===== config.mk =====
export PLATFORM = sky130hd
export DESIGN_NAME = cache_ctrl_flat
export DESIGN_NICKNAME = d
export VERILOG_FILES = /design/src/logic/cache_ctrl_pkg.sv /design/src/logic/cache_addr_pkg.sv /design/src/logic/cache_ifs.sv /design/src/logic/cache_ctrl.sv /design/src/flat_wrapper.sv
export VERILOG_INCLUDE_DIRS = /design/src /design/src/logic
export SDC_FILE = /design/constraint.sdc
export NUM_CORES = 1
export LEC_CHECK = 0
export ABC_AREA = 1
export BUFFER_PORTS_ARGS = -buffer_cell sky130_fd_sc_hd__buf_4
export CELL_PAD_IN_SITES_DETAIL_PLACEMENT = 0
export CELL_PAD_IN_SITES_GLOBAL_PLACEMENT = 1
export CORE_AREA = 3 3 353 355
export CTS_BUF_LIST = sky130_fd_sc_hd__clkbuf_8
export DETAILED_ROUTE_END_ITERATION = 7
export DIE_AREA = 0 0 356 358
export GPL_ROUTABILITY_DRIVEN = 0
export PLACE_DENSITY = 0.42
export SLEW_MARGIN = 20
export SYNTH_ARGS = -nofsm -noshare
export SYNTH_HDL_FRONTEND = slang
export SYNTH_SLANG_ARGS = --single-unit

===== constraint.sdc =====
create_clock -name clk -period 7.2 [get_ports clk]
set_input_delay 0.72 -clock clk [delete_from_list [all_inputs] [get_ports clk]]
set_output_delay 0.72 -clock clk [all_outputs]
set_load 0.01 [all_outputs]

===== src/logic/cache_defines.svh =====
// Cache geometry and datapath widths
// Two ways of 256 sets, 16-byte lines split into four word banks
`ifndef CACHE_DEFINES_SVH
`define CACHE_DEFINES_SVH

`define CACHE_SETS  256         // Sets per way
`define INDEX_W     8
`define TAG_W       20
`define OFFSET_W    4           // Byte offset within a line

`define BANKS       4           // Words per line
`define WORD_W      32
`define BLOCK_W     128
`define STRB_W      4

// Victim LFSR value after reset
`define LFSR_SEED   3'b111

`endif

===== src/logic/cache_ctrl_pkg.sv =====
// Control types for the data cache
// Main and store buffer FSM states, CPU operation
package cache_ctrl_pkg;

    typedef enum logic [4:0] {
        IDLE    = 5'b00001,
        LOOKUP  = 5'b00010,
        MISS    = 5'b00100,     // Victim write-back
        REPLACE = 5'b01000,     // Line read request
        REFILL  = 5'b10000
    } main_state_t;

    typedef enum logic [1:0] {
        WB_IDLE  = 2'b01,
        WB_WRITE = 2'b10
    } wb_state_t;

    typedef enum logic {
        OP_READ  = 1'b0,
        OP_WRITE = 1'b1
    } cpu_op_t;

endpackage


===== src/logic/cache_addr_pkg.sv =====
// Address field and data width types for the data cache
`include "cache_defines.svh"

package cache_addr_pkg;

    typedef logic [`INDEX_W-1:0]        index_t;    // Set number
    typedef logic [`TAG_W-1:0]          tag_t;      // Physical tag
    typedef logic [`OFFSET_W-1:0]       offset_t;
    typedef logic [$clog2(`BANKS)-1:0]  bank_t;     // Word within a line

    typedef logic [`WORD_W-1:0]         word_t;
    typedef logic [`BLOCK_W-1:0]        block_t;    // Whole line
    typedef logic [`STRB_W-1:0]         strb_t;     // Byte enables

    // Only two ways
    typedef logic                       way_t;

endpackage


===== src/logic/cache_ifs.sv =====
// Internal cache interfaces
// Way RAM port and the handoff to the hit store buffer
`include "cache_defines.svh"

interface cache_way_if
    import cache_addr_pkg::*;
();
    logic               en;             // Read enable
    index_t             index;          // Read set
    index_t             wr_index;       // Write set, shared by tag, bank and dirty writes
    logic               tagv_we;
    logic [`TAG_W:0]    tagv_wdata;     // {tag, valid}
    strb_t [`BANKS-1:0] bank_we;        // Byte strobes per bank
    word_t              bank_wdata;
    logic               dirty_set;
    logic               dirty_clr;

    tag_t               rd_tag;
    logic               rd_valid;
    block_t             rd_block;
    logic               rd_dirty;

    modport ctrl (
        output en, index, wr_index, tagv_we, tagv_wdata, bank_we, bank_wdata,
               dirty_set, dirty_clr,
        input  rd_tag, rd_valid, rd_block, rd_dirty
    );

    modport way (
        input  en, index, wr_index, tagv_we, tagv_wdata, bank_we, bank_wdata,
               dirty_set, dirty_clr,
        output rd_tag, rd_valid, rd_block, rd_dirty
    );
endinterface

interface hit_write_if
    import cache_addr_pkg::*;
();
    logic   capture;        // Store hit seen in LOOKUP
    way_t   way;
    bank_t  bank;
    index_t index;
    strb_t  strb;
    word_t  data;

    logic   active;         // Pending store is written this cycle
    way_t   wb_way;
    bank_t  wb_bank;
    index_t wb_index;
    strb_t  wb_strb;
    word_t  wb_data;

    modport src (
        output capture, way, bank, index, strb, data,
        input  active, wb_way, wb_bank, wb_index, wb_strb, wb_data
    );

    modport buffer (
        input  capture, way, bank, index, strb, data,
        output active, wb_way, wb_bank, wb_index, wb_strb, wb_data
    );
endinterface


===== src/logic/cache_ctrl.sv =====
// Cache controller
// Main FSM, request and miss buffers, victim LFSR, RAM port control and bus side
`include "cache_defines.svh"

module cache_ctrl
    import cache_addr_pkg::*;
    import cache_ctrl_pkg::*;
(
    input  logic        clk,
    input  logic        resetn,
    input  logic        valid,
    input  logic        op,             // 1 for store
    input  index_t      index,
    input  tag_t        tag,
    input  offset_t     offset,
    input  strb_t       wstrb,
    input  word_t       wdata,
    output logic        addr_ok,
    output logic        data_ok,
    output word_t       rdata,
    output logic        rd_req,
    output word_t       rd_addr,
    input  logic        rd_rdy,
    input  logic        ret_valid,
    input  logic        ret_last,
    input  word_t       ret_data,
    output logic        wr_req,
    output word_t       wr_addr,
    output block_t      wr_data,
    input  logic        wr_rdy,
    cache_way_if.ctrl   way0,
    cache_way_if.ctrl   way1,
    hit_write_if.src    hw
);

    main_state_t state;
    main_state_t state_next;

    cpu_op_t    req_op;
    index_t     req_index;
    tag_t       req_tag;
    offset_t    req_offset;
    strb_t      req_wstrb;
    word_t      req_wdata;
    bank_t      req_bank;

    way_t       victim_way;
    bank_t      refill_cnt;         // Beats already returned
    logic [2:0] lfsr;

    logic       accept;
    logic       conflict;
    logic       way0_hit;
    logic       way1_hit;
    logic       hit;
    block_t     hit_block;
    word_t      hit_word;
    word_t      refill_word;
    tag_t       victim_tag;
    logic       victim_dirty;
    logic       refill_we;
    logic       tag_we;
    logic       rd_en;
    index_t     rd_index;
    index_t     wr_index;
    word_t      bank_wdata;
    logic [1:0] refill_sel;         // One-hot way of the refill
    logic [1:0] hit_sel;            // One-hot way of the pending store
    strb_t [`BANKS-1:0] refill_bank_we;
    strb_t [`BANKS-1:0] hit_bank_we;

    assign req_bank = req_offset[3:2];

    // Read of the bank the store buffer is writing this cycle
    assign conflict = hw.active && (op == OP_READ) && (offset[3:2] == hw.wb_bank);
    assign addr_ok  = (state == IDLE) && !conflict;
    assign accept   = valid && addr_ok;

    always_ff @(posedge clk) begin
        if (!resetn) begin
            state <= IDLE;
        end else begin
            state <= state_next;
        end
    end

    always_comb begin
        case (state)
            IDLE:    state_next = accept ? LOOKUP : IDLE;
            LOOKUP:  state_next = hit ? IDLE : MISS;
            MISS:    state_next = (!victim_dirty || wr_rdy) ? REPLACE : MISS;
            REPLACE: state_next = rd_rdy ? REFILL : REPLACE;
            REFILL:  state_next = (ret_valid && ret_last) ? IDLE : REFILL;
            default: state_next = IDLE;
        endcase
    end

    always_ff @(posedge clk) begin
        if (accept) begin
            req_op     <= cpu_op_t'(op);
            req_index  <= index;
            req_tag    <= tag;
            req_offset <= offset;
            req_wstrb  <= wstrb;
            req_wdata  <= wdata;
        end
    end

    always_ff @(posedge clk) begin
        if (!resetn) begin
            victim_way <= 1'b0;
            refill_cnt <= '0;
            lfsr       <= `LFSR_SEED;
        end else begin
            if (state == LOOKUP && !hit) begin
                victim_way <= lfsr[0];
            end
            if (state == REPLACE) begin
                refill_cnt <= '0;
            end else if (refill_we) begin
                refill_cnt <= refill_cnt + 1'b1;
            end
            if (refill_we && ret_last) begin
                lfsr <= {lfsr[1:0], lfsr[2] ^ lfsr[1]};
            end
        end
    end

    assign way0_hit  = way0.rd_valid && (way0.rd_tag == req_tag);
    assign way1_hit  = way1.rd_valid && (way1.rd_tag == req_tag);
    assign hit       = way0_hit || way1_hit;
    assign hit_block = way1_hit ? way1.rd_block : way0.rd_block;
    assign hit_word  = hit_block[req_bank * `WORD_W +: `WORD_W];

    // Store bytes of a write miss land in the refilled word
    always_comb begin
        refill_word = ret_data;
        if (req_op == OP_WRITE && refill_cnt == req_bank) begin
            for (int i = 0; i < `STRB_W; i++) begin
                if (req_wstrb[i]) begin
                    refill_word[8*i +: 8] = req_wdata[8*i +: 8];
                end
            end
        end
    end

    assign rdata   = (state == REFILL) ? refill_word : hit_word;
    assign data_ok = ((state == LOOKUP) && (hit || req_op == OP_WRITE)) ||
                     (refill_we && (refill_cnt == req_bank) && (req_op == OP_READ));

    // Victim data was re-read in LOOKUP and holds through MISS
    assign victim_tag   = victim_way ? way1.rd_tag : way0.rd_tag;
    assign victim_dirty = victim_way ? (way1.rd_valid && way1.rd_dirty)
                                     : (way0.rd_valid && way0.rd_dirty);

    assign wr_req  = (state == MISS) && victim_dirty;
    assign wr_addr = {victim_tag, req_index, offset_t'(0)};
    assign wr_data = victim_way ? way1.rd_block : way0.rd_block;
    assign rd_req  = (state == REPLACE);
    assign rd_addr = {req_tag, req_index, offset_t'(0)};

    assign hw.capture = (state == LOOKUP) && (req_op == OP_WRITE) && hit;
    assign hw.way     = way1_hit;
    assign hw.bank    = req_bank;
    assign hw.index   = req_index;
    assign hw.strb    = req_wstrb;
    assign hw.data    = req_wdata;

    assign refill_we  = (state == REFILL) && ret_valid;
    assign tag_we     = refill_we && ret_last;
    assign refill_sel = {victim_way, !victim_way};
    assign hit_sel    = {hw.wb_way, !hw.wb_way} & {2{hw.active}};

    assign rd_en      = accept || (state == LOOKUP);
    assign rd_index   = (state == IDLE) ? index : req_index;
    assign wr_index   = (state == REFILL) ? req_index : hw.wb_index;
    assign bank_wdata = (state == REFILL) ? refill_word : hw.wb_data;

    always_comb begin
        for (int b = 0; b < `BANKS; b++) begin
            refill_bank_we[b] = (refill_we && refill_cnt == b) ? '1 : '0;
            hit_bank_we[b]    = (hw.wb_bank == b) ? hw.wb_strb : '0;
        end
    end

    assign way0.en         = rd_en;
    assign way0.index      = rd_index;
    assign way0.wr_index   = wr_index;
    assign way0.tagv_we    = tag_we && refill_sel[0];
    assign way0.tagv_wdata = {req_tag, 1'b1};
    assign way0.bank_we    = ({(`BANKS*`STRB_W){refill_sel[0]}} & refill_bank_we) |
                             ({(`BANKS*`STRB_W){hit_sel[0]}} & hit_bank_we);
    assign way0.bank_wdata = bank_wdata;
    assign way0.dirty_set  = (tag_we && refill_sel[0] && req_op == OP_WRITE) || hit_sel[0];
    assign way0.dirty_clr  = tag_we && refill_sel[0] && (req_op == OP_READ);

    assign way1.en         = rd_en;
    assign way1.index      = rd_index;
    assign way1.wr_index   = wr_index;
    assign way1.tagv_we    = tag_we && refill_sel[1];
    assign way1.tagv_wdata = {req_tag, 1'b1};
    assign way1.bank_we    = ({(`BANKS*`STRB_W){refill_sel[1]}} & refill_bank_we) |
                             ({(`BANKS*`STRB_W){hit_sel[1]}} & hit_bank_we);
    assign way1.bank_wdata = bank_wdata;
    assign way1.dirty_set  = (tag_we && refill_sel[1] && req_op == OP_WRITE) || hit_sel[1];
    assign way1.dirty_clr  = tag_we && refill_sel[1] && (req_op == OP_READ);

endmodule


===== src/flat_wrapper.sv =====
// flat-port wrapper written by rule: the top's interface ports become plain ports
module cache_ctrl_flat import cache_addr_pkg::*; import cache_ctrl_pkg::*;
  (clk, resetn, valid, op, index, tag, offset, wstrb, wdata, addr_ok, data_ok, rdata, rd_req, rd_addr, rd_rdy, ret_valid, ret_last, ret_data, wr_req, wr_addr, wr_data, wr_rdy, way0_en, way0_index, way0_wr_index, way0_tagv_we, way0_tagv_wdata, way0_bank_we, way0_bank_wdata, way0_dirty_set, way0_dirty_clr, way0_rd_tag, way0_rd_valid, way0_rd_block, way0_rd_dirty, way1_en, way1_index, way1_wr_index, way1_tagv_we, way1_tagv_wdata, way1_bank_we, way1_bank_wdata, way1_dirty_set, way1_dirty_clr, way1_rd_tag, way1_rd_valid, way1_rd_block, way1_rd_dirty, hw_capture, hw_way, hw_bank, hw_index, hw_strb, hw_data, hw_active, hw_wb_way, hw_wb_bank, hw_wb_index, hw_wb_strb, hw_wb_data);
  cache_way_if way0_i ();
  cache_way_if way1_i ();
  hit_write_if hw_i ();
  input  logic clk;
  input  logic resetn;
  input  logic valid;
  input  logic op;
  input  index_t index;
  input  tag_t tag;
  input  offset_t offset;
  input  strb_t wstrb;
  input  word_t wdata;
  output logic addr_ok;
  output logic data_ok;
  output word_t rdata;
  output logic rd_req;
  output word_t rd_addr;
  input  logic rd_rdy;
  input  logic ret_valid;
  input  logic ret_last;
  input  word_t ret_data;
  output logic wr_req;
  output word_t wr_addr;
  output block_t wr_data;
  input  logic wr_rdy;
  output wire logic [$bits(way0_i.en)-1:0] way0_en;
  output wire logic [$bits(way0_i.index)-1:0] way0_index;
  output wire logic [$bits(way0_i.wr_index)-1:0] way0_wr_index;
  output wire logic [$bits(way0_i.tagv_we)-1:0] way0_tagv_we;
  output wire logic [$bits(way0_i.tagv_wdata)-1:0] way0_tagv_wdata;
  output wire logic [$bits(way0_i.bank_we)-1:0] way0_bank_we;
  output wire logic [$bits(way0_i.bank_wdata)-1:0] way0_bank_wdata;
  output wire logic [$bits(way0_i.dirty_set)-1:0] way0_dirty_set;
  output wire logic [$bits(way0_i.dirty_clr)-1:0] way0_dirty_clr;
  input wire logic [$bits(way0_i.rd_tag)-1:0] way0_rd_tag;
  input wire logic [$bits(way0_i.rd_valid)-1:0] way0_rd_valid;
  input wire logic [$bits(way0_i.rd_block)-1:0] way0_rd_block;
  input wire logic [$bits(way0_i.rd_dirty)-1:0] way0_rd_dirty;
  output wire logic [$bits(way1_i.en)-1:0] way1_en;
  output wire logic [$bits(way1_i.index)-1:0] way1_index;
  output wire logic [$bits(way1_i.wr_index)-1:0] way1_wr_index;
  output wire logic [$bits(way1_i.tagv_we)-1:0] way1_tagv_we;
  output wire logic [$bits(way1_i.tagv_wdata)-1:0] way1_tagv_wdata;
  output wire logic [$bits(way1_i.bank_we)-1:0] way1_bank_we;
  output wire logic [$bits(way1_i.bank_wdata)-1:0] way1_bank_wdata;
  output wire logic [$bits(way1_i.dirty_set)-1:0] way1_dirty_set;
  output wire logic [$bits(way1_i.dirty_clr)-1:0] way1_dirty_clr;
  input wire logic [$bits(way1_i.rd_tag)-1:0] way1_rd_tag;
  input wire logic [$bits(way1_i.rd_valid)-1:0] way1_rd_valid;
  input wire logic [$bits(way1_i.rd_block)-1:0] way1_rd_block;
  input wire logic [$bits(way1_i.rd_dirty)-1:0] way1_rd_dirty;
  output wire logic [$bits(hw_i.capture)-1:0] hw_capture;
  output wire logic [$bits(hw_i.way)-1:0] hw_way;
  output wire logic [$bits(hw_i.bank)-1:0] hw_bank;
  output wire logic [$bits(hw_i.index)-1:0] hw_index;
  output wire logic [$bits(hw_i.strb)-1:0] hw_strb;
  output wire logic [$bits(hw_i.data)-1:0] hw_data;
  input wire logic [$bits(hw_i.active)-1:0] hw_active;
  input wire logic [$bits(hw_i.wb_way)-1:0] hw_wb_way;
  input wire logic [$bits(hw_i.wb_bank)-1:0] hw_wb_bank;
  input wire logic [$bits(hw_i.wb_index)-1:0] hw_wb_index;
  input wire logic [$bits(hw_i.wb_strb)-1:0] hw_wb_strb;
  input wire logic [$bits(hw_i.wb_data)-1:0] hw_wb_data;
  assign way0_en = way0_i.en;
  assign way0_index = way0_i.index;
  assign way0_wr_index = way0_i.wr_index;
  assign way0_tagv_we = way0_i.tagv_we;
  assign way0_tagv_wdata = way0_i.tagv_wdata;
  assign way0_bank_we = way0_i.bank_we;
  assign way0_bank_wdata = way0_i.bank_wdata;
  assign way0_dirty_set = way0_i.dirty_set;
  assign way0_dirty_clr = way0_i.dirty_clr;
  assign way0_i.rd_tag = way0_rd_tag;
  assign way0_i.rd_valid = way0_rd_valid;
  assign way0_i.rd_block = way0_rd_block;
  assign way0_i.rd_dirty = way0_rd_dirty;
  assign way1_en = way1_i.en;
  assign way1_index = way1_i.index;
  assign way1_wr_index = way1_i.wr_index;
  assign way1_tagv_we = way1_i.tagv_we;
  assign way1_tagv_wdata = way1_i.tagv_wdata;
  assign way1_bank_we = way1_i.bank_we;
  assign way1_bank_wdata = way1_i.bank_wdata;
  assign way1_dirty_set = way1_i.dirty_set;
  assign way1_dirty_clr = way1_i.dirty_clr;
  assign way1_i.rd_tag = way1_rd_tag;
  assign way1_i.rd_valid = way1_rd_valid;
  assign way1_i.rd_block = way1_rd_block;
  assign way1_i.rd_dirty = way1_rd_dirty;
  assign hw_capture = hw_i.capture;
  assign hw_way = hw_i.way;
  assign hw_bank = hw_i.bank;
  assign hw_index = hw_i.index;
  assign hw_strb = hw_i.strb;
  assign hw_data = hw_i.data;
  assign hw_i.active = hw_active;
  assign hw_i.wb_way = hw_wb_way;
  assign hw_i.wb_bank = hw_wb_bank;
  assign hw_i.wb_index = hw_wb_index;
  assign hw_i.wb_strb = hw_wb_strb;
  assign hw_i.wb_data = hw_wb_data;
  cache_ctrl u_core (.clk(clk), .resetn(resetn), .valid(valid), .op(op), .index(index), .tag(tag), .offset(offset), .wstrb(wstrb), .wdata(wdata), .addr_ok(addr_ok), .data_ok(data_ok), .rdata(rdata), .rd_req(rd_req), .rd_addr(rd_addr), .rd_rdy(rd_rdy), .ret_valid(ret_valid), .ret_last(ret_last), .ret_data(ret_data), .wr_req(wr_req), .wr_addr(wr_addr), .wr_data(wr_data), .wr_rdy(wr_rdy), .way0(way0_i), .way1(way1_i), .hw(hw_i));
endmodule

==> flow_summary.ini <==
[grt]
grt_max_degree = 184
grt_use_total_pct = 14.5
gr-total-overflow = 0
grt_pass1_wl_um = 128000
first_global_vias = 15360
antenna_found_initial = 20

[critical_path]
worstSetupStartpointType = flop
required_ps = 6480
endpoint_kind = output port
path_class = flop to output port
worstPathMaxFanout = 33
cp_data_arrival_time_ps = 4010

[drt]
wire_per_inst_um = 22.9
vias = 15142
firstDrtPassIters = 5
viasPerCell = 3.54
ant_nets = 0
routed_wl_um = 98100
drt-initial-drc-count = 788
drcViolationCount = 0

[yosys]
synth-seq-cells = 78
yosysUniqueCellTypes = 37
yosysTopAreaCellShare_pct = 19.4
synth.cell_area_um2 = 10900
seq_area_frac_synth_pct = 20.5
synth.avg_cell_area_um2 = 5.68
synth_flop_cell = edfxtp_1
synth-edff-count = 67
ys_warn_count = 0
async_flop_share_pct = 0
synthCells = 1920
synth_area_leaders = nand2_1 (19%), edfxtp_1 (18%), inv_1 (11%)
synth_top_area_cell = nand2_1

[timing]
min_period_over_period_pct = 65.7
finalSetupViolCount = 0
period_minus_slack_ps = 4730
fin_ws_ps = 2470
grt_setup_unrepaired = false
relSlewSlack_pct = 21.9
clock.fmax_ghz = 0.211
hold_viol_final = 0
tightest_slew_ps = 1160
finalSetupTns_ps = 0
maxSlewViolCount = 0
finalClockSkew_ps = 19.1

[clocking]
htreeDepth = 3
cts.sinks = 78
post_cts_resized = 0
clk_pin_slew_worst_paths_ps = 120
cts_hold_buf = 0
clk_latency_ps = 450
postCtsSetupRepairBufs = 0
cts_buffers = 9
cts_tree = yes
cts_root_buffer = clkbuf_8
clk_path_buf_depth = 2

[placed_design]
hpwl_um = 82200
post-place-ws_ps = 2560
port_buffers = 897

[finish]
final_nets = 3094
final_common_cell = buf_4
area_growth_pct = 72.2
final_cell_mix = buf_4 (923), nand2_1 (562), inv_1 (328)
utilization_pct = 15.4
drive_gt1_share_pct = 36.7
n_fill_cell = 14452

[hold_path]
hold_path_class = input pin to flop

[floorplan]
fp.dieW_um = 356
die_y_um = 358
start_util_pct = 8.95
core_um2 = 122000
ios = 910
rows = 128
die_area_um2 = 127000

[pwr]
power_density_nw_per_um2 = 120
peakVddDrop_mv = 0.110
p_leak_uw = 0.00969

[job]
cap_violations = 0

[outcome]
outcome = finished clean
[registers in the layout (all words and copies together), names as in the netlist]
| register | cells |
|---|---|
| u_core.hw.index | 8 |
| u_core.state | 5 |
| u_core.req_tag | 20 |
| u_core.req_offset | 2 |
| u_core.req_op | 1 |
| u_core.hw.strb | 4 |
| u_core.hw.data | 32 |
| u_core.lfsr | 3 |
| u_core.victim_way | 1 |
| u_core.refill_cnt | 2 |
[synth_stat cells, types with 17 or more instances]
| cell type | number |
|---|---|
| inv_2 | 17 |
| edfxtp_1 | 67 |
| buf_2 | 39 |
| o21a_1 | 32 |
| o21ai_0 | 231 |
| nor2_1 | 43 |
| inv_1 | 328 |
| nand4_1 | 100 |
| nand2_1 | 562 |
| buf_4 | 120 |
| nand3_1 | 242 |
| clkbuf_1 | 50 |
[metrics by stage]
| step | area (um2) | cells | total power, uW | hold slack, ps |
|---|---|---|---|---|
| floorplan | 10900 | 1928 | 1110 | 452 |
| global placement | 18500 | 4248 | 1880 | 483 |
| detailed placement | 18500 | 4248 | 1880 | 486 |
| CTS | 18700 | 4264 | 2310 | 369 |
| global route | 18800 | 4272 | 2400 | 386 |
| finish | 18800 | 4279 | 2250 | 435 |
[critical path, stage by stage, from the launching register on]
cell and delay, ps:
edfxtp_1 650, inv_2 120, nand2_1 110, nand2_1 50, nor2_1 140, nand2_1 80
nor2_1 230, nand3_4 250, inv_2 660, nand2_1 100, nand3_1 100, nand3_1 100
nand3_1 420, nand2_1 230, buf_4 210
[power by group]
group / switching [uW] / internal (uW)
logic: 699 / 534
registers: 61.9 / 545
clock network: 238 / 169
total: 999 / 1250
[routing by layer]
metal	global-route usage (%)	wire, um	part of all wire [%]
met1	18.6	43000	44
met2	23.6	45600	47
met3	4.34	7510	7.7
met4	4.12	1960	2.0
met5	0	47	0.048
[path summary, 6_finish.rpt]
| check | cells after the start | start | slack [ps] | to |
|---|---|---|---|---|
| max reg2reg | 7 | u_core.state[3]$_SDFF_PN0_ | 4250 | u_core.req_tag[8]$_DFFE_PP_ |
| min | 1 | wdata[22] | 430 | u_core.hw.data[22]$_DFFE_PP_ |
| min reg2reg | 2 | u_core.lfsr[2]$_SDFFE_PN1N_ | 510 | u_core.lfsr[2]$_SDFFE_PN1N_ |
| max | 14 | u_core.req_tag[15]$_DFFE_PP_ | 2470 | rdata[18] |
[cell families (layout without fill, tap and decap cells)]
kind of cell | Yosys count | after routing | share of synthesized area [%]
AND/OR/NAND/NOR | 962 | 962 | 39.0
buffers and inverters | 576 | 1287 | 25.0
AO/OA/AOI/OAI | 287 | 287 | 14.1
flip-flops | 78 | 78 | 20.5
XOR/XNOR | 11 | 11 | 0.884
adder cells (fa/ha/maj) | 4 | 4 | 0.459
other | 2 | 25 | 0.0689
[layout make-up]
type	count	area [um2]	area share (%)
diodes	15	37.5	0.200
clock buffers	10	138	0.733
clock inverters	6	62.6	0.333
inverters	346	1300	6.94
multi-input cells	1274	5990	31.9
flip-flops and latches	78	2240	11.9
well taps	1625	2030	10.8
repair buffers	925	6970	37.1
Power figures use the tool's default switching activity.
