<file path="config.mk">
export PLATFORM = sky130hd
export DESIGN_NAME = hit_write_buffer_flat
export DESIGN_NICKNAME = d
export VERILOG_FILES = /design/src/logic/cache_ctrl_pkg.sv /design/src/logic/cache_addr_pkg.sv /design/src/logic/cache_ifs.sv /design/src/logic/hit_write_buffer.sv /design/src/flat_wrapper.sv
export VERILOG_INCLUDE_DIRS = /design/src /design/src/logic
export SDC_FILE = /design/constraint.sdc
export NUM_CORES = 1
export LEC_CHECK = 0
export BUFFER_PORTS_ARGS = -buffer_cell sky130_fd_sc_hd__buf_2
export CAP_MARGIN = 40
export CORE_ASPECT_RATIO = 0.8
export CORE_UTILIZATION = 40
export DETAILED_ROUTE_END_ITERATION = 8
export PLACE_DENSITY = 0.83
export SETUP_SLACK_MARGIN = 0.2
export SLEW_MARGIN = 10
export SYNTH_ARGS = -nofsm -noshare
export SYNTH_HDL_FRONTEND = slang
export SYNTH_SLANG_ARGS = --single-unit
</file>
<file path="constraint.sdc">
create_clock -name clk -period 0.8 [get_ports clk]
set_clock_uncertainty 0.2 [all_clocks]
set_input_delay 0.12 -clock clk [delete_from_list [all_inputs] [get_ports clk]]
set_output_delay 0.12 -clock clk [all_outputs]
set_load 0.01 [all_outputs]
</file>
<file path="src/logic/cache_defines.svh">
// Cache geometry and datapath widths
// Two ways of 256 sets, 16-byte lines split into four word banks
`ifndef CACHE_DEFINES_SVH
`define CACHE_DEFINES_SVH

`define CACHE_SETS  256         // Sets per way
`define INDEX_W     8
`define TAG_W       20
`define OFFSET_W    4           // Byte offset within a line

`define BANKS       4           // Words per line
`define WORD_W      32
`define BLOCK_W     128
`define STRB_W      4

// Victim LFSR value after reset
`define LFSR_SEED   3'b111

`endif
</file>
<file path="src/logic/cache_ctrl_pkg.sv">
// Control types for the data cache
// Main and store buffer FSM states, CPU operation
package cache_ctrl_pkg;

    typedef enum logic [4:0] {
        IDLE    = 5'b00001,
        LOOKUP  = 5'b00010,
        MISS    = 5'b00100,     // Victim write-back
        REPLACE = 5'b01000,     // Line read request
        REFILL  = 5'b10000
    } main_state_t;

    typedef enum logic [1:0] {
        WB_IDLE  = 2'b01,
        WB_WRITE = 2'b10
    } wb_state_t;

    typedef enum logic {
        OP_READ  = 1'b0,
        OP_WRITE = 1'b1
    } cpu_op_t;

endpackage

</file>
<file path="src/logic/cache_addr_pkg.sv">
// Address field and data width types for the data cache
`include "cache_defines.svh"

package cache_addr_pkg;

    typedef logic [`INDEX_W-1:0]        index_t;    // Set number
    typedef logic [`TAG_W-1:0]          tag_t;      // Physical tag
    typedef logic [`OFFSET_W-1:0]       offset_t;
    typedef logic [$clog2(`BANKS)-1:0]  bank_t;     // Word within a line

    typedef logic [`WORD_W-1:0]         word_t;
    typedef logic [`BLOCK_W-1:0]        block_t;    // Whole line
    typedef logic [`STRB_W-1:0]         strb_t;     // Byte enables

    // Only two ways
    typedef logic                       way_t;

endpackage

</file>
<file path="src/logic/cache_ifs.sv">
// Internal cache interfaces
// Way RAM port and the handoff to the hit store buffer
`include "cache_defines.svh"


interface hit_write_if
    import cache_addr_pkg::*;
();
    logic   capture;        // Store hit seen in LOOKUP
    way_t   way;
    bank_t  bank;
    index_t index;
    strb_t  strb;
    word_t  data;

    logic   active;         // Pending store is written this cycle
    way_t   wb_way;
    bank_t  wb_bank;
    index_t wb_index;
    strb_t  wb_strb;
    word_t  wb_data;

    modport src (
        output capture, way, bank, index, strb, data,
        input  active, wb_way, wb_bank, wb_index, wb_strb, wb_data
    );

    modport buffer (
        input  capture, way, bank, index, strb, data,
        output active, wb_way, wb_bank, wb_index, wb_strb, wb_data
    );
endinterface

</file>
<file path="src/logic/hit_write_buffer.sv">
// Store hit buffer
// Holds one hit store and writes it the cycle after lookup
module hit_write_buffer
    import cache_addr_pkg::*;
    import cache_ctrl_pkg::*;
(
    input  logic        clk,
    input  logic        resetn,
    hit_write_if.buffer hw
);

    wb_state_t state;
    wb_state_t state_next;

    way_t   way_q;
    bank_t  bank_q;
    index_t index_q;
    strb_t  strb_q;
    word_t  data_q;

    // Stays in WB_WRITE only while captures keep arriving
    assign state_next = hw.capture ? WB_WRITE : WB_IDLE;

    always_ff @(posedge clk) begin
        if (!resetn) begin
            state <= WB_IDLE;
        end else begin
            state <= state_next;
        end
    end

    always_ff @(posedge clk) begin
        if (hw.capture) begin
            way_q   <= hw.way;
            bank_q  <= hw.bank;
            index_q <= hw.index;
            strb_q  <= hw.strb;
            data_q  <= hw.data;
        end
    end

    assign hw.active   = (state == WB_WRITE);
    assign hw.wb_way   = way_q;
    assign hw.wb_bank  = bank_q;
    assign hw.wb_index = index_q;
    assign hw.wb_strb  = strb_q;
    assign hw.wb_data  = data_q;

endmodule

</file>
<file path="src/flat_wrapper.sv">
// flat-port wrapper written by rule: the top's interface ports become plain ports
module hit_write_buffer_flat import cache_addr_pkg::*; import cache_ctrl_pkg::*;
  (clk, resetn, hw_capture, hw_way, hw_bank, hw_index, hw_strb, hw_data, hw_active, hw_wb_way, hw_wb_bank, hw_wb_index, hw_wb_strb, hw_wb_data);
  hit_write_if hw_i ();
  input  logic clk;
  input  logic resetn;
  input wire logic [$bits(hw_i.capture)-1:0] hw_capture;
  input wire logic [$bits(hw_i.way)-1:0] hw_way;
  input wire logic [$bits(hw_i.bank)-1:0] hw_bank;
  input wire logic [$bits(hw_i.index)-1:0] hw_index;
  input wire logic [$bits(hw_i.strb)-1:0] hw_strb;
  input wire logic [$bits(hw_i.data)-1:0] hw_data;
  output wire logic [$bits(hw_i.active)-1:0] hw_active;
  output wire logic [$bits(hw_i.wb_way)-1:0] hw_wb_way;
  output wire logic [$bits(hw_i.wb_bank)-1:0] hw_wb_bank;
  output wire logic [$bits(hw_i.wb_index)-1:0] hw_wb_index;
  output wire logic [$bits(hw_i.wb_strb)-1:0] hw_wb_strb;
  output wire logic [$bits(hw_i.wb_data)-1:0] hw_wb_data;
  assign hw_i.capture = hw_capture;
  assign hw_i.way = hw_way;
  assign hw_i.bank = hw_bank;
  assign hw_i.index = hw_index;
  assign hw_i.strb = hw_strb;
  assign hw_i.data = hw_data;
  assign hw_active = hw_i.active;
  assign hw_wb_way = hw_i.wb_way;
  assign hw_wb_bank = hw_i.wb_bank;
  assign hw_wb_index = hw_i.wb_index;
  assign hw_wb_strb = hw_i.wb_strb;
  assign hw_wb_data = hw_i.wb_data;
  hit_write_buffer u_core (.clk(clk), .resetn(resetn), .hw(hw_i));
endmodule
</file>
==> out/metrics.yaml, run 1 <==
status:
  status: "finished, violations left"
  failed_checks: "negative hold slack, negative setup slack"
synth:
  synth.net_count: 102
  mappedNetlistArea_mm2: 0.001470
  syn_inst: 52
  synth_xor_xnor_area_share_pct: 0
  avg_synthesized_cell_area_um2: 28.27
  synthAdderAreaFrac_pct: 0
  synth_top_family_by_area: "simple AND/OR/NAND/NOR gates"
  synthesis.yosys.warnings: 0
  post_synth_and_or_nand_nor_area_fraction_pct: 1.277
  post_synth_mux_area_share_pct: 0
  synth_compound_area_share_pct: 0
  synth.distinct_cells: 5
  synth_seq_area_share_pct: 98.72
  synth_seq_cells: 49
grt:
  pin_count_of_the_biggest_net_entering_global_routing: 17
  grt_antenna_before_repair: 0
  grt_first_pass_wirelength_um: 4436
  grt_usage_pct: 15.92
  globalRouteOverflowTotal: 0
  grt_pass1_vias: 971
worst_hold_path:
  holdPathEnd: "u_core.hw.wb_data[20]"
  worstHoldStart: "hw_data[20]"
  hold-path-cell-count: 1
  timing.hold.worst.class: "in -> reg"
cells_and_area:
  fraction_of_layout_cells_with_a_size_suffix_above_1_pct: 68.71
  area_taken_by_multi_input_logic_gates_um2: 23.77
  areaGrowthSynthToFinish_pct: 52.85
  insertedDiodeCount: 0
  final_util_pct: 64.74
  final_net_count: 212
  postLayoutCellArea_mm2: 0.002247
  num-fill-cells: 255
  ff_latch_area_mm2: 0.001453
cts:
  cts_max_path_buffers: 2
  number_of_h_tree_levels: 2
  tritoncts: "done"
  cts.reportedPaths.clkPinSlew_ns: 0.09
  cts_made_buffers: 5
  postCtsSetupBuffers: 0
  cts_num_sinks: 49
  cts-root-buf: "sky130_fd_sc_hd__clkbuf_8"
critical_path:
  timing.critical_path.fanout_max: 1
  critical_path_arrival_ns: 0.88
  critical_setup_path_kind: "reg -> out"
  worstSetupStartpointType: "flip-flop"
  setup.worst_path.end_class: "output pin"
  timing.critical_path.required_ns: 0.48
sta:
  fin_hold_ws_ns: -0.2126
  finalHoldViolations: 49
  timing.final.crit_share_pct: 149.9
  setup_violations: 48
  maxSlewViolCount: 0
  rsz_0062_raised_after_global_routing: "true"
  tightest_slew_ns: 0.1168
  slew_headroom_pct: 92.21
  post_layout_minimum_cycle_time_ns: 1.200
  timing.final.ws_setup_ns: -0.3995
  maxClockFrequency_ghz: 0.8337
floorplan:
  initial_utilization_pct: 42.36
  die_area_mm2: 0.003923
  pin_count: 98
  die_height_um: 56.23
  core-area_mm2: 0.003471
  fp.dieW_um: 69.78
  rows: 19
route:
  num_vias: 917
  drt_pass1_iterations: 4
  avgRoutedWirePerCell_um: 14.99
  drcViolationCount: 0
  route.detailed.vias_per_inst: 4.473
  finalWirelength_um: 3073
  drtAntennaViolNets: 0
  drt_iter0_drc: 33
placement:
  gp_routability_congestion: 0.7050
  dp_slack_ns: -0.1866
  numPortBuffers: 97
  place_area_mm2: 0.002061
power:
  post-layout-total-power_mw: 5.027
  cellLeakagePower_nw: 0.9757
  ir_drop_v: 0.001511
  power.density_mw_per_mm2: 2237
flow_run:
  drv.max_cap_violation_count: 0
## worst max-delay path by stage
stage	startpoint	endpoint	slack, ns	depth (start not counted)
detailed placement	hw_capture	u_core.hw.wb_index[5]	-0.19	2
finish	u_core.state[1]	hw_active	-0.40	2
global route	u_core.state[1]	hw_active	-0.42	2
CTS	u_core.state[1]	hw_active	-0.40	2
global placement	hw_capture	u_core.hw.wb_bank[0]	-0.16	2
floorplan	u_core.state[1]	hw_active	0.05	1
## state kept, by name (all words and copies together) (netlist names)
name and cells:
u_core.hw.wb_way 1, u_core.hw.wb_index 8, u_core.hw.wb_data 32, u_core.state 2, u_core.hw.wb_bank 2, u_core.hw.wb_strb 4
## what timing repair did
item,CTS,global route
endpoints found under the hold margin,49,49
gates cloned,2,1
gates resized for setup,5,2
endpoints found under the setup margin,95,54
## worst max-delay path, cell delays in order, from the launching register on
cell                      delay (ns)
sky130_fd_sc_hd__dfxtp_2        0.34
sky130_fd_sc_hd__nor2b_4        0.14
sky130_fd_sc_hd__buf_6          0.10
## layer usage
metal,part of all wire (%),global-route usage [%],wire (µm)
met1,38,16.92,1163
met5,0,0,0
met3,9.8,6.703,302
met4,1.9,8.571,57
met2,50,26.92,1549
## layout by cell type (no fill, tap or decap), drive strengths merged
master,n
and2,1
buf,102
clkbuf,7
clkinv,1
clkinvlp,1
dfxtp,2
edfxtp,47
nand2,1
nor2b,1
## final cells by class
class | instances | area share [%]
clock buffers | 6 | 3.229
clock inverters | 2 | 0.7238
multi-input cells | 3 | 1.058
flip-flops and latches | 49 | 64.64
well taps | 42 | 2.339
repair buffers | 103 | 28.01
## synth_stat cells
cell type | instances | area, µm²
sky130_fd_sc_hd__nand2_1 | 1 | 3.750
sky130_fd_sc_hd__nor2b_2 | 1 | 8.760
sky130_fd_sc_hd__and2_1 | 1 | 6.260
sky130_fd_sc_hd__edfxtp_1 | 47 | 1411
sky130_fd_sc_hd__dfxtp_1 | 2 | 40.04
## report_power, final
| group | total, mW | internal, mW | switching (mW) |
|---|---|---|---|
| clock | 1.41 | 0.622 | 0.788 |
| combinational | 0.540 | 0.276 | 0.263 |
| sequential | 3.08 | 3.03 | 0.0501 |
## through the flow
step / setup TNS [ns] / std cells
final: -15.99 / 205
after global placement: -7.098 / 194
after floorplan: 0 / 52
after CTS: -16.51 / 204
after global routing: -17.67 / 205
after detailed placement: -8.775 / 194
## cells by family after synthesis
kind of cell,count (synthesis)
AND/OR/NAND/NOR,3
flip-flops,49
Power figures use the tool's default switching activity.
==> inputs of run 2 (changes only) <==
- CORE_MARGIN: unset -> 2
- RECOVER_POWER: unset -> 100
==> run 2 against run 1 <==
The run still ends with negative hold slack, negative setup slack left. Combinational power down 11%. Maximum frequency up 4.2%. Worst hold slack better by 0.0079 ns. Sequential power about the same. Largest cell class unchanged. Largest power group unchanged.
==> out/metrics.yaml, run 2 (synthesis gave the netlist of run 1 again) <==
status:
  status: "finished, violations left"  # unchanged
  failed_checks: "negative hold slack, negative setup slack"  # unchanged
cells_and_area:
  final_net_count: 212  # unchanged
  insertedDiodeCount: 0  # unchanged
  areaGrowthSynthToFinish_pct: 47.74  # was 52.85%
  fraction_of_layout_cells_with_a_size_suffix_above_1_pct: 68.71  # unchanged
  fin_cells: 205  # unchanged
  largest_register_ffs: 32  # unchanged
  mostFrequentLayoutCell: "sky130_fd_sc_hd__buf_2"  # unchanged
  layout_common_cells: "95 x sky130_fd_sc_hd__buf_2, 47 x sky130_fd_sc_hd__edfxtp_1, 5 x sky130_fd_sc_hd__clkbuf_8"  # unchanged
route:
  drt_iter0_drc: 29  # was 33
  avgRoutedWirePerCell_um: 15.56  # was 14.99 µm
  num_vias: 921  # was 917
  route.detailed.vias_per_inst: 4.493  # was 4.473
  drcViolationCount: 0  # unchanged
  finalWirelength_um: 3190  # was 3073 µm
  drtAntennaViolNets: 0  # unchanged
  drt_pass1_iterations: 4  # unchanged
grt:
  grt_first_pass_wirelength_um: 4333  # was 4436 µm
  globalRouteOverflowTotal: 0  # unchanged
  grt_pass1_vias: 888  # was 971
  grt_usage_pct: 14.86  # was 15.92%
  grt_antenna_before_repair: 0  # unchanged
  pin_count_of_the_biggest_net_entering_global_routing: 16  # was 17
cts:
  tritoncts: "done"  # unchanged
  cts-root-buf: "sky130_fd_sc_hd__clkbuf_8"  # unchanged
  cts_made_buffers: 5  # unchanged
  cts_max_path_buffers: 2  # unchanged
  cts.reportedPaths.clkPinSlew_ns: 0.09  # about the same
  cts_num_sinks: 49  # unchanged
  number_of_h_tree_levels: 2  # unchanged
  postCtsSetupBuffers: 0  # unchanged
power:
  power.density_mw_per_mm2: 2424  # was 2237 mW/mm²
  netSwitchingPower_mw: 1.076  # was 1.102 mW
  ir_drop_v: 0.001230  # was 0.001511 V
  clockPowerShare_pct: 32.5  # was 28.1%
  power_report.internal_total_mw: 4.190  # was 3.925 mW
  switching_share_pct: 20.43  # was 21.91%
  comb_pwr_share_pct: 9.1  # was 10.7%
  cellLeakagePower_nw: 0.9521  # was 0.9757 nW
  seq_power_share_pct: 58.3  # was 61.2%
floorplan:
  die_height_um: 58.23  # was 56.23 µm
  pin_count: 98  # unchanged
  initial_utilization_pct: 42.36  # unchanged
  die_area_mm2: 0.004179  # was 0.003923 mm²
  fp.dieW_um: 71.78  # was 69.78 µm
  core-area_mm2: 0.003471  # unchanged
  rows: 19  # unchanged
placement:
  gp_routability_congestion: 0.7294  # was 0.7050
  dp_cells: 193  # was 194
  hpwl_um: 2128
  numPortBuffers: 97  # unchanged
sta:
  slew_headroom_pct: 79.02  # was 92.21%
  post_layout_minimum_cycle_time_ns: 1.151  # was 1.200 ns
  tightest_slew_ns: 0.3146  # was 0.1168 ns
  finalHoldViolations: 49  # unchanged
  rsz_0062_raised_after_global_routing: "true"  # unchanged
  timing.final.ws_setup_ns: -0.3513  # was -0.3995 ns
  timing.final.crit_share_pct: 143.9  # was 149.9%
  maxSlewViolCount: 0  # unchanged
  setup_violations: 58  # was 48
  fin_hold_ws_ns: -0.2047  # was -0.2126 ns
  maxClockFrequency_ghz: 0.8686  # was 0.8337 GHz
critical_path:
  critical_path_arrival_ns: 0.83  # was 0.88 ns
  max_stage_delay_ns: 0.32  # was 0.34 ns
  crit_path_top_delay_cell: "sky130_fd_sc_hd__dfxtp_2"  # unchanged
  worst_path_cell_trace: "nor2b_4, buf_6"  # unchanged
  critical_setup_path_kind: "reg -> out"  # unchanged
  worstSetupStartpointType: "flip-flop"  # unchanged
  timing.critical_path.required_ns: 0.48  # about the same
  timing.critical_path.fanout_max: 1  # unchanged
  setup.worst_path.end_class: "output pin"  # unchanged
worst_hold_path:
  timing.hold.worst.class: "in -> reg"  # unchanged
flow_run:
  drv.max_cap_violation_count: 0  # unchanged
run 2: changes by cell type in the layout (fill, tap and decap cells not counted), moves of 2 or more:
cell	delta
sky130_fd_sc_hd__clkbuf_2	+3
sky130_fd_sc_hd__clkbuf_4	+3
sky130_fd_sc_hd__buf_12	-2
sky130_fd_sc_hd__buf_16	-2
run 2: through the flow:
stage               setup TNS, ns  worst slack, ns  area (µm²)  power [mW]  util, %
global placement           -6.971          -0.1490        2053       3.596    59.16
detailed placement         -8.102          -0.1661        2053       3.615    59.16
finish                     -15.87          -0.3513        2172       5.266    62.58
CTS                        -16.43          -0.3733        2263       5.398    65.21
global route               -18.38          -0.4016        2172       5.468    62.58
floorplan                       0          0.05257        1475       3.255        -
run 2: path summary, 6_finish.rpt:
| check | startpoint | endpoint | slack, ns | depth (start not counted) |
|---|---|---|---|---|
| setup / recovery | u_core.state[1] | hw_active | -0.35 | 2 |
| hold / removal | hw_strb[2] | u_core.hw.wb_strb[2] | -0.20 | 1 |
run 2: final cells by class:
type                            instances  area, µm²
Clock buffer                            6      72.57
Clock inverter                          2      38.79
Fill cell                             266       1299
Multi-Input combinational cell          3      23.77
Sequential cell                        49       1453
Tap cell                               42      52.55
Timing Repair Buffer                  103      531.8
run 2: routing by layer:
| layer | up-vias | wire length (µm) | track usage [%] |
|---|---|---|---|
| li1 | 424 | - | - |
| met1 | 419 | 1190 | 16.37 |
| met2 | 75 | 1505 | 23.28 |
| met3 | 3 | 486 | 8.000 |
| met4 | 0 | 7 | 8.086 |
| met5 | - | 0 | 0 |
run 2: what timing repair did:
| action | in CTS | in global routing |
|---|---|---|
| hold endpoints to repair | 49 | 55 |
| resized for setup | 7 | 2 |
| setup endpoints to repair | 95 | 49 |
| pin swaps | 0 | 0 |
| cloned | 3 | 1 |
run 2: power by group through the flow:
stage	Clock, mW	Sequential, mW	Combinational [mW]
6_report	1.71	3.07	0.480
5_1_grt	1.86	3.09	0.520
4_1_cts	1.78	3.07	0.547
3_5_place_dp	0	3.13	0.485
3_3_place_gp	0	3.12	0.472
2_1_floorplan	0	3.25	0.00644
run 2: worst max-delay path, delay by kind of cell, from the launching register on:
family	cells	cell delay, ns
AND/OR/NAND/NOR	1	0.13
flip-flops	1	0.32
buffers and inverters	1	0.10
==> inputs of run 3 (changes only) <==
- ABC_AREA: unset -> 1
==> run 3 against run 2 <==
The flow still finishes with violations (negative hold slack, negative setup slack). First-iteration DRC count down 31%. Combinational power down 0.8%. Critical endpoint is now hw_wb_bank[0]. Largest cell class unchanged. Critical path depth down 1. Synthesized cell count up 1.9%. Wire length up 0.91%. Non-clock buffer count down 1. Sequential cell count unchanged. Area after synthesis about the same.
==> out/metrics.yaml, run 3 <==
status:
  status: "finished, violations left"  # unchanged
  failed_checks: "negative hold slack, negative setup slack"  # unchanged
cts:
  cts.reportedPaths.clkPinSlew_ns: 0.09  # about the same
  cts_num_sinks: 49  # unchanged
  number_of_h_tree_levels: 2  # unchanged
  cts_max_path_buffers: 2  # unchanged
  cts-root-buf: "sky130_fd_sc_hd__clkbuf_8"  # unchanged
  cts_made_buffers: 5  # unchanged
  tritoncts: "done"  # unchanged
sta:
  maxClockFrequency_ghz: 0.8264  # was 0.8686 GHz
  timing.setup.tns_ns: -16.96  # was -15.87 ns
  finalHoldViolations: 49  # unchanged
  post_layout_minimum_cycle_time_ns: 1.210  # was 1.151 ns
  rsz_0062_raised_after_global_routing: "true"  # unchanged
  maxSlewViolCount: 0  # unchanged
  slew_headroom_pct: 75.38  # was 79.02%
  fin_hold_ws_ns: -0.2133  # was -0.2047 ns
  timing.final.ws_setup_ns: -0.4101  # was -0.3513 ns
  setup_violations: 62  # was 58
  timing.final.crit_share_pct: 151.3  # was 143.9%
  tightest_slew_ns: 0.3693  # was 0.3146 ns
cells_and_area:
  final_util_pct: 61.64  # was 62.58%
  insertedDiodeCount: 0  # unchanged
  areaGrowthSynthToFinish_pct: 45.66  # was 47.74%
  ff_latch_area_mm2: 0.001453  # unchanged
  num-fill-cells: 267  # was 266
  final_net_count: 212  # unchanged
  fraction_of_layout_cells_with_a_size_suffix_above_1_pct: 69.33  # was 68.71%
  layout_common_cells: "95 x sky130_fd_sc_hd__buf_2, 47 x sky130_fd_sc_hd__edfxtp_1, 6 x sky130_fd_sc_hd__clkbuf_8"  # was 95 x sky130_fd_sc_hd__buf_2, 47 x sky130_fd_sc_hd__edfxtp_1, 5 x sky130_fd_sc_hd__clkbuf_8
  mostFrequentLayoutCell: "sky130_fd_sc_hd__buf_2"  # unchanged
  area_taken_by_multi_input_logic_gates_um2: 12.51  # was 23.77 µm²
  largest_register_ffs: 32  # unchanged
grt:
  grt_pass1_vias: 985  # was 888
  grt_usage_pct: 16.43  # was 14.86%
  grt_first_pass_wirelength_um: 4726  # was 4333 µm
  grtUsageMet3_pct: 9.217  # was 8.000%
  grt_most_used_layer: "met2"  # unchanged
  grt_antenna_before_repair: 0  # unchanged
  pin_count_of_the_biggest_net_entering_global_routing: 17  # was 16
  globalRouteOverflowTotal: 0  # unchanged
  global_route.usage.met2_pct: 26.98  # was 23.28%
  met1_usage_pct: 17.48  # was 16.37%
floorplan:
  pin_count: 98  # unchanged
  die_height_um: 58.20  # was 58.23 µm
  fp.dieW_um: 71.75  # was 71.78 µm
  core-area_mm2: 0.003471  # unchanged
  rows: 19  # unchanged
  die_area_mm2: 0.004176  # was 0.004179 mm²
  initial_utilization_pct: 42.32  # was 42.36%
critical_path:
  worst-path-buf-inv: 1  # unchanged
  critical_path_arrival_ns: 0.89  # was 0.83 ns
  max_stage_delay_ns: 0.44  # was 0.32 ns
  worstSetupStartpointType: "flip-flop"  # unchanged
  setup.worst_path.end_class: "output pin"  # unchanged
  timing.critical_path.required_ns: 0.48  # about the same
  crit_path_top_delay_cell: "sky130_fd_sc_hd__edfxtp_1"  # was sky130_fd_sc_hd__dfxtp_2
  path_delay_family: "flip-flops"  # unchanged
  critical_setup_path_kind: "reg -> out"  # unchanged
  timing.critical_path.fanout_max: 1  # unchanged
  worst_path_cell_trace: "buf_6"  # was nor2b_4, buf_6
synth:
  yosys-top-cells-count: "47 x sky130_fd_sc_hd__edfxtp_1, 2 x sky130_fd_sc_hd__dfxtp_1"  # was 47 x sky130_fd_sc_hd__edfxtp_1, 2 x sky130_fd_sc_hd__dfxtp_1, 1 x sky130_fd_sc_hd__and2_1, 1 x sky130_fd_sc_hd__nand2_1, 1 x sky130_fd_sc_hd__nor2b_2
  synth_edf_count: 47  # unchanged
  synth.distinct_cells: 6  # was 5
  synth_seq_cells: 49  # unchanged
  synth.top_cell.area_share_pct: 96.08  # was 96.00%
  avg_synthesized_cell_area_um2: 27.72  # was 28.27 µm²
  async_flop_share_pct: 0  # unchanged
  post_synth_main_area_contributors: "sky130_fd_sc_hd__edfxtp_1 96%, sky130_fd_sc_hd__dfxtp_1 2.7%, sky130_fd_sc_hd__nand2_2 0.43%, sky130_fd_sc_hd__inv_1 0.26%, sky130_fd_sc_hd__inv_2 0.26%"  # was sky130_fd_sc_hd__edfxtp_1 96%, sky130_fd_sc_hd__dfxtp_1 2.7%, sky130_fd_sc_hd__nor2b_2 0.60%, sky130_fd_sc_hd__and2_1 0.43%, sky130_fd_sc_hd__nand2_1 0.26%
  mappedNetlistArea_mm2: 0.001469  # was 0.001470 mm²
  synth_seq_area_share_pct: 98.81  # was 98.72%
  postSynth.topFlopCell: "sky130_fd_sc_hd__edfxtp_1"  # unchanged
  syn_inst: 53  # was 52
  synthesis.yosys.warnings: 0  # unchanged
  synth.net_count: 103  # was 102
  yosysTopAreaCell: "sky130_fd_sc_hd__edfxtp_1"  # unchanged
  yosys.cell_count.top_type: "sky130_fd_sc_hd__edfxtp_1"  # unchanged
route:
  route.detailed.vias_per_inst: 4.415  # was 4.493
  num_vias: 905  # was 921
  finalWirelength_um: 3219  # was 3190 µm
  drt_iter0_drc: 20  # was 29
  avgRoutedWirePerCell_um: 15.70  # was 15.56 µm
  drcViolationCount: 0  # unchanged
  drt_pass1_iterations: 4  # unchanged
  drtAntennaViolNets: 0  # unchanged
worst_hold_path:
  timing.hold.worst.class: "in -> reg"  # unchanged
placement:
  gp_routability_congestion: 0.6800  # was 0.7294
  dp_slack_ns: -0.1795  # was -0.1661 ns
  numPortBuffers: 97  # unchanged
flow_run:
  drv.max_cap_violation_count: 0  # unchanged
power:
  cellLeakagePower_nw: 0.9406  # was 0.9521 nW
  ir_drop_v: 0.002085  # was 0.001230 V
  post-layout-total-power_mw: 5.063  # was 5.266 mW
  power.density_mw_per_mm2: 2367  # was 2424 mW/mm²
## run 3: cell type report
type / count / area share, %
Clock inverter: 2 / 0.7602
Clock buffer: 6 / 3.860
Tap cell: 42 / 2.456
Multi-Input combinational cell: 2 / 0.5848
Inverter: 2 / 0.3509
Sequential cell: 49 / 67.89
Timing Repair Buffer: 102 / 24.09
## run 3: final timing paths
path | startpoint | to | slack, ns | cells past startpoint
worst max-delay path | u_core.hw.wb_bank[0] | hw_wb_bank[0] | -0.41 | 1
worst min-delay path | hw_strb[2] | u_core.hw.wb_strb[2] | -0.21 | 1
## run 3: layer usage
| layer | vias up | share of wire, % |
|---|---|---|
| li1 | 422 | - |
| met1 | 416 | 35 |
| met2 | 60 | 51 |
| met3 | 7 | 13 |
| met4 | 0 | 1.6 |
| met5 | - | 0 |
## run 3: cells by family after synthesis
logic type	count (synthesis)	share of synthesized area (%)
flip-flops	49	98.81
AND/OR/NAND/NOR	2	0.6815
buffers and inverters	2	0.5106
## run 3: where the power goes
part,switching (mW),internal [mW]
Clock,0.798,0.711
Sequential,0.0511,3.03
Combinational,0.257,0.219
Total,1.11,3.96
## run 3: metrics by stage
| stage | cell area, µm² | std cells |
|---|---|---|
| after floorplan | 1471 | 53 |
| after global placement | 2049 | 194 |
| after detailed placement | 2049 | 194 |
| after CTS | 2241 | 205 |
| after global routing | 2140 | 205 |
| final | 2140 | 205 |
## run 3: timing repair
item	4_1_cts	5_1_grt
endpoints found under the hold margin	49	49
buffers inserted	0	0
resized for setup	6	2
setup endpoints to repair	79	48
cloned	3	0
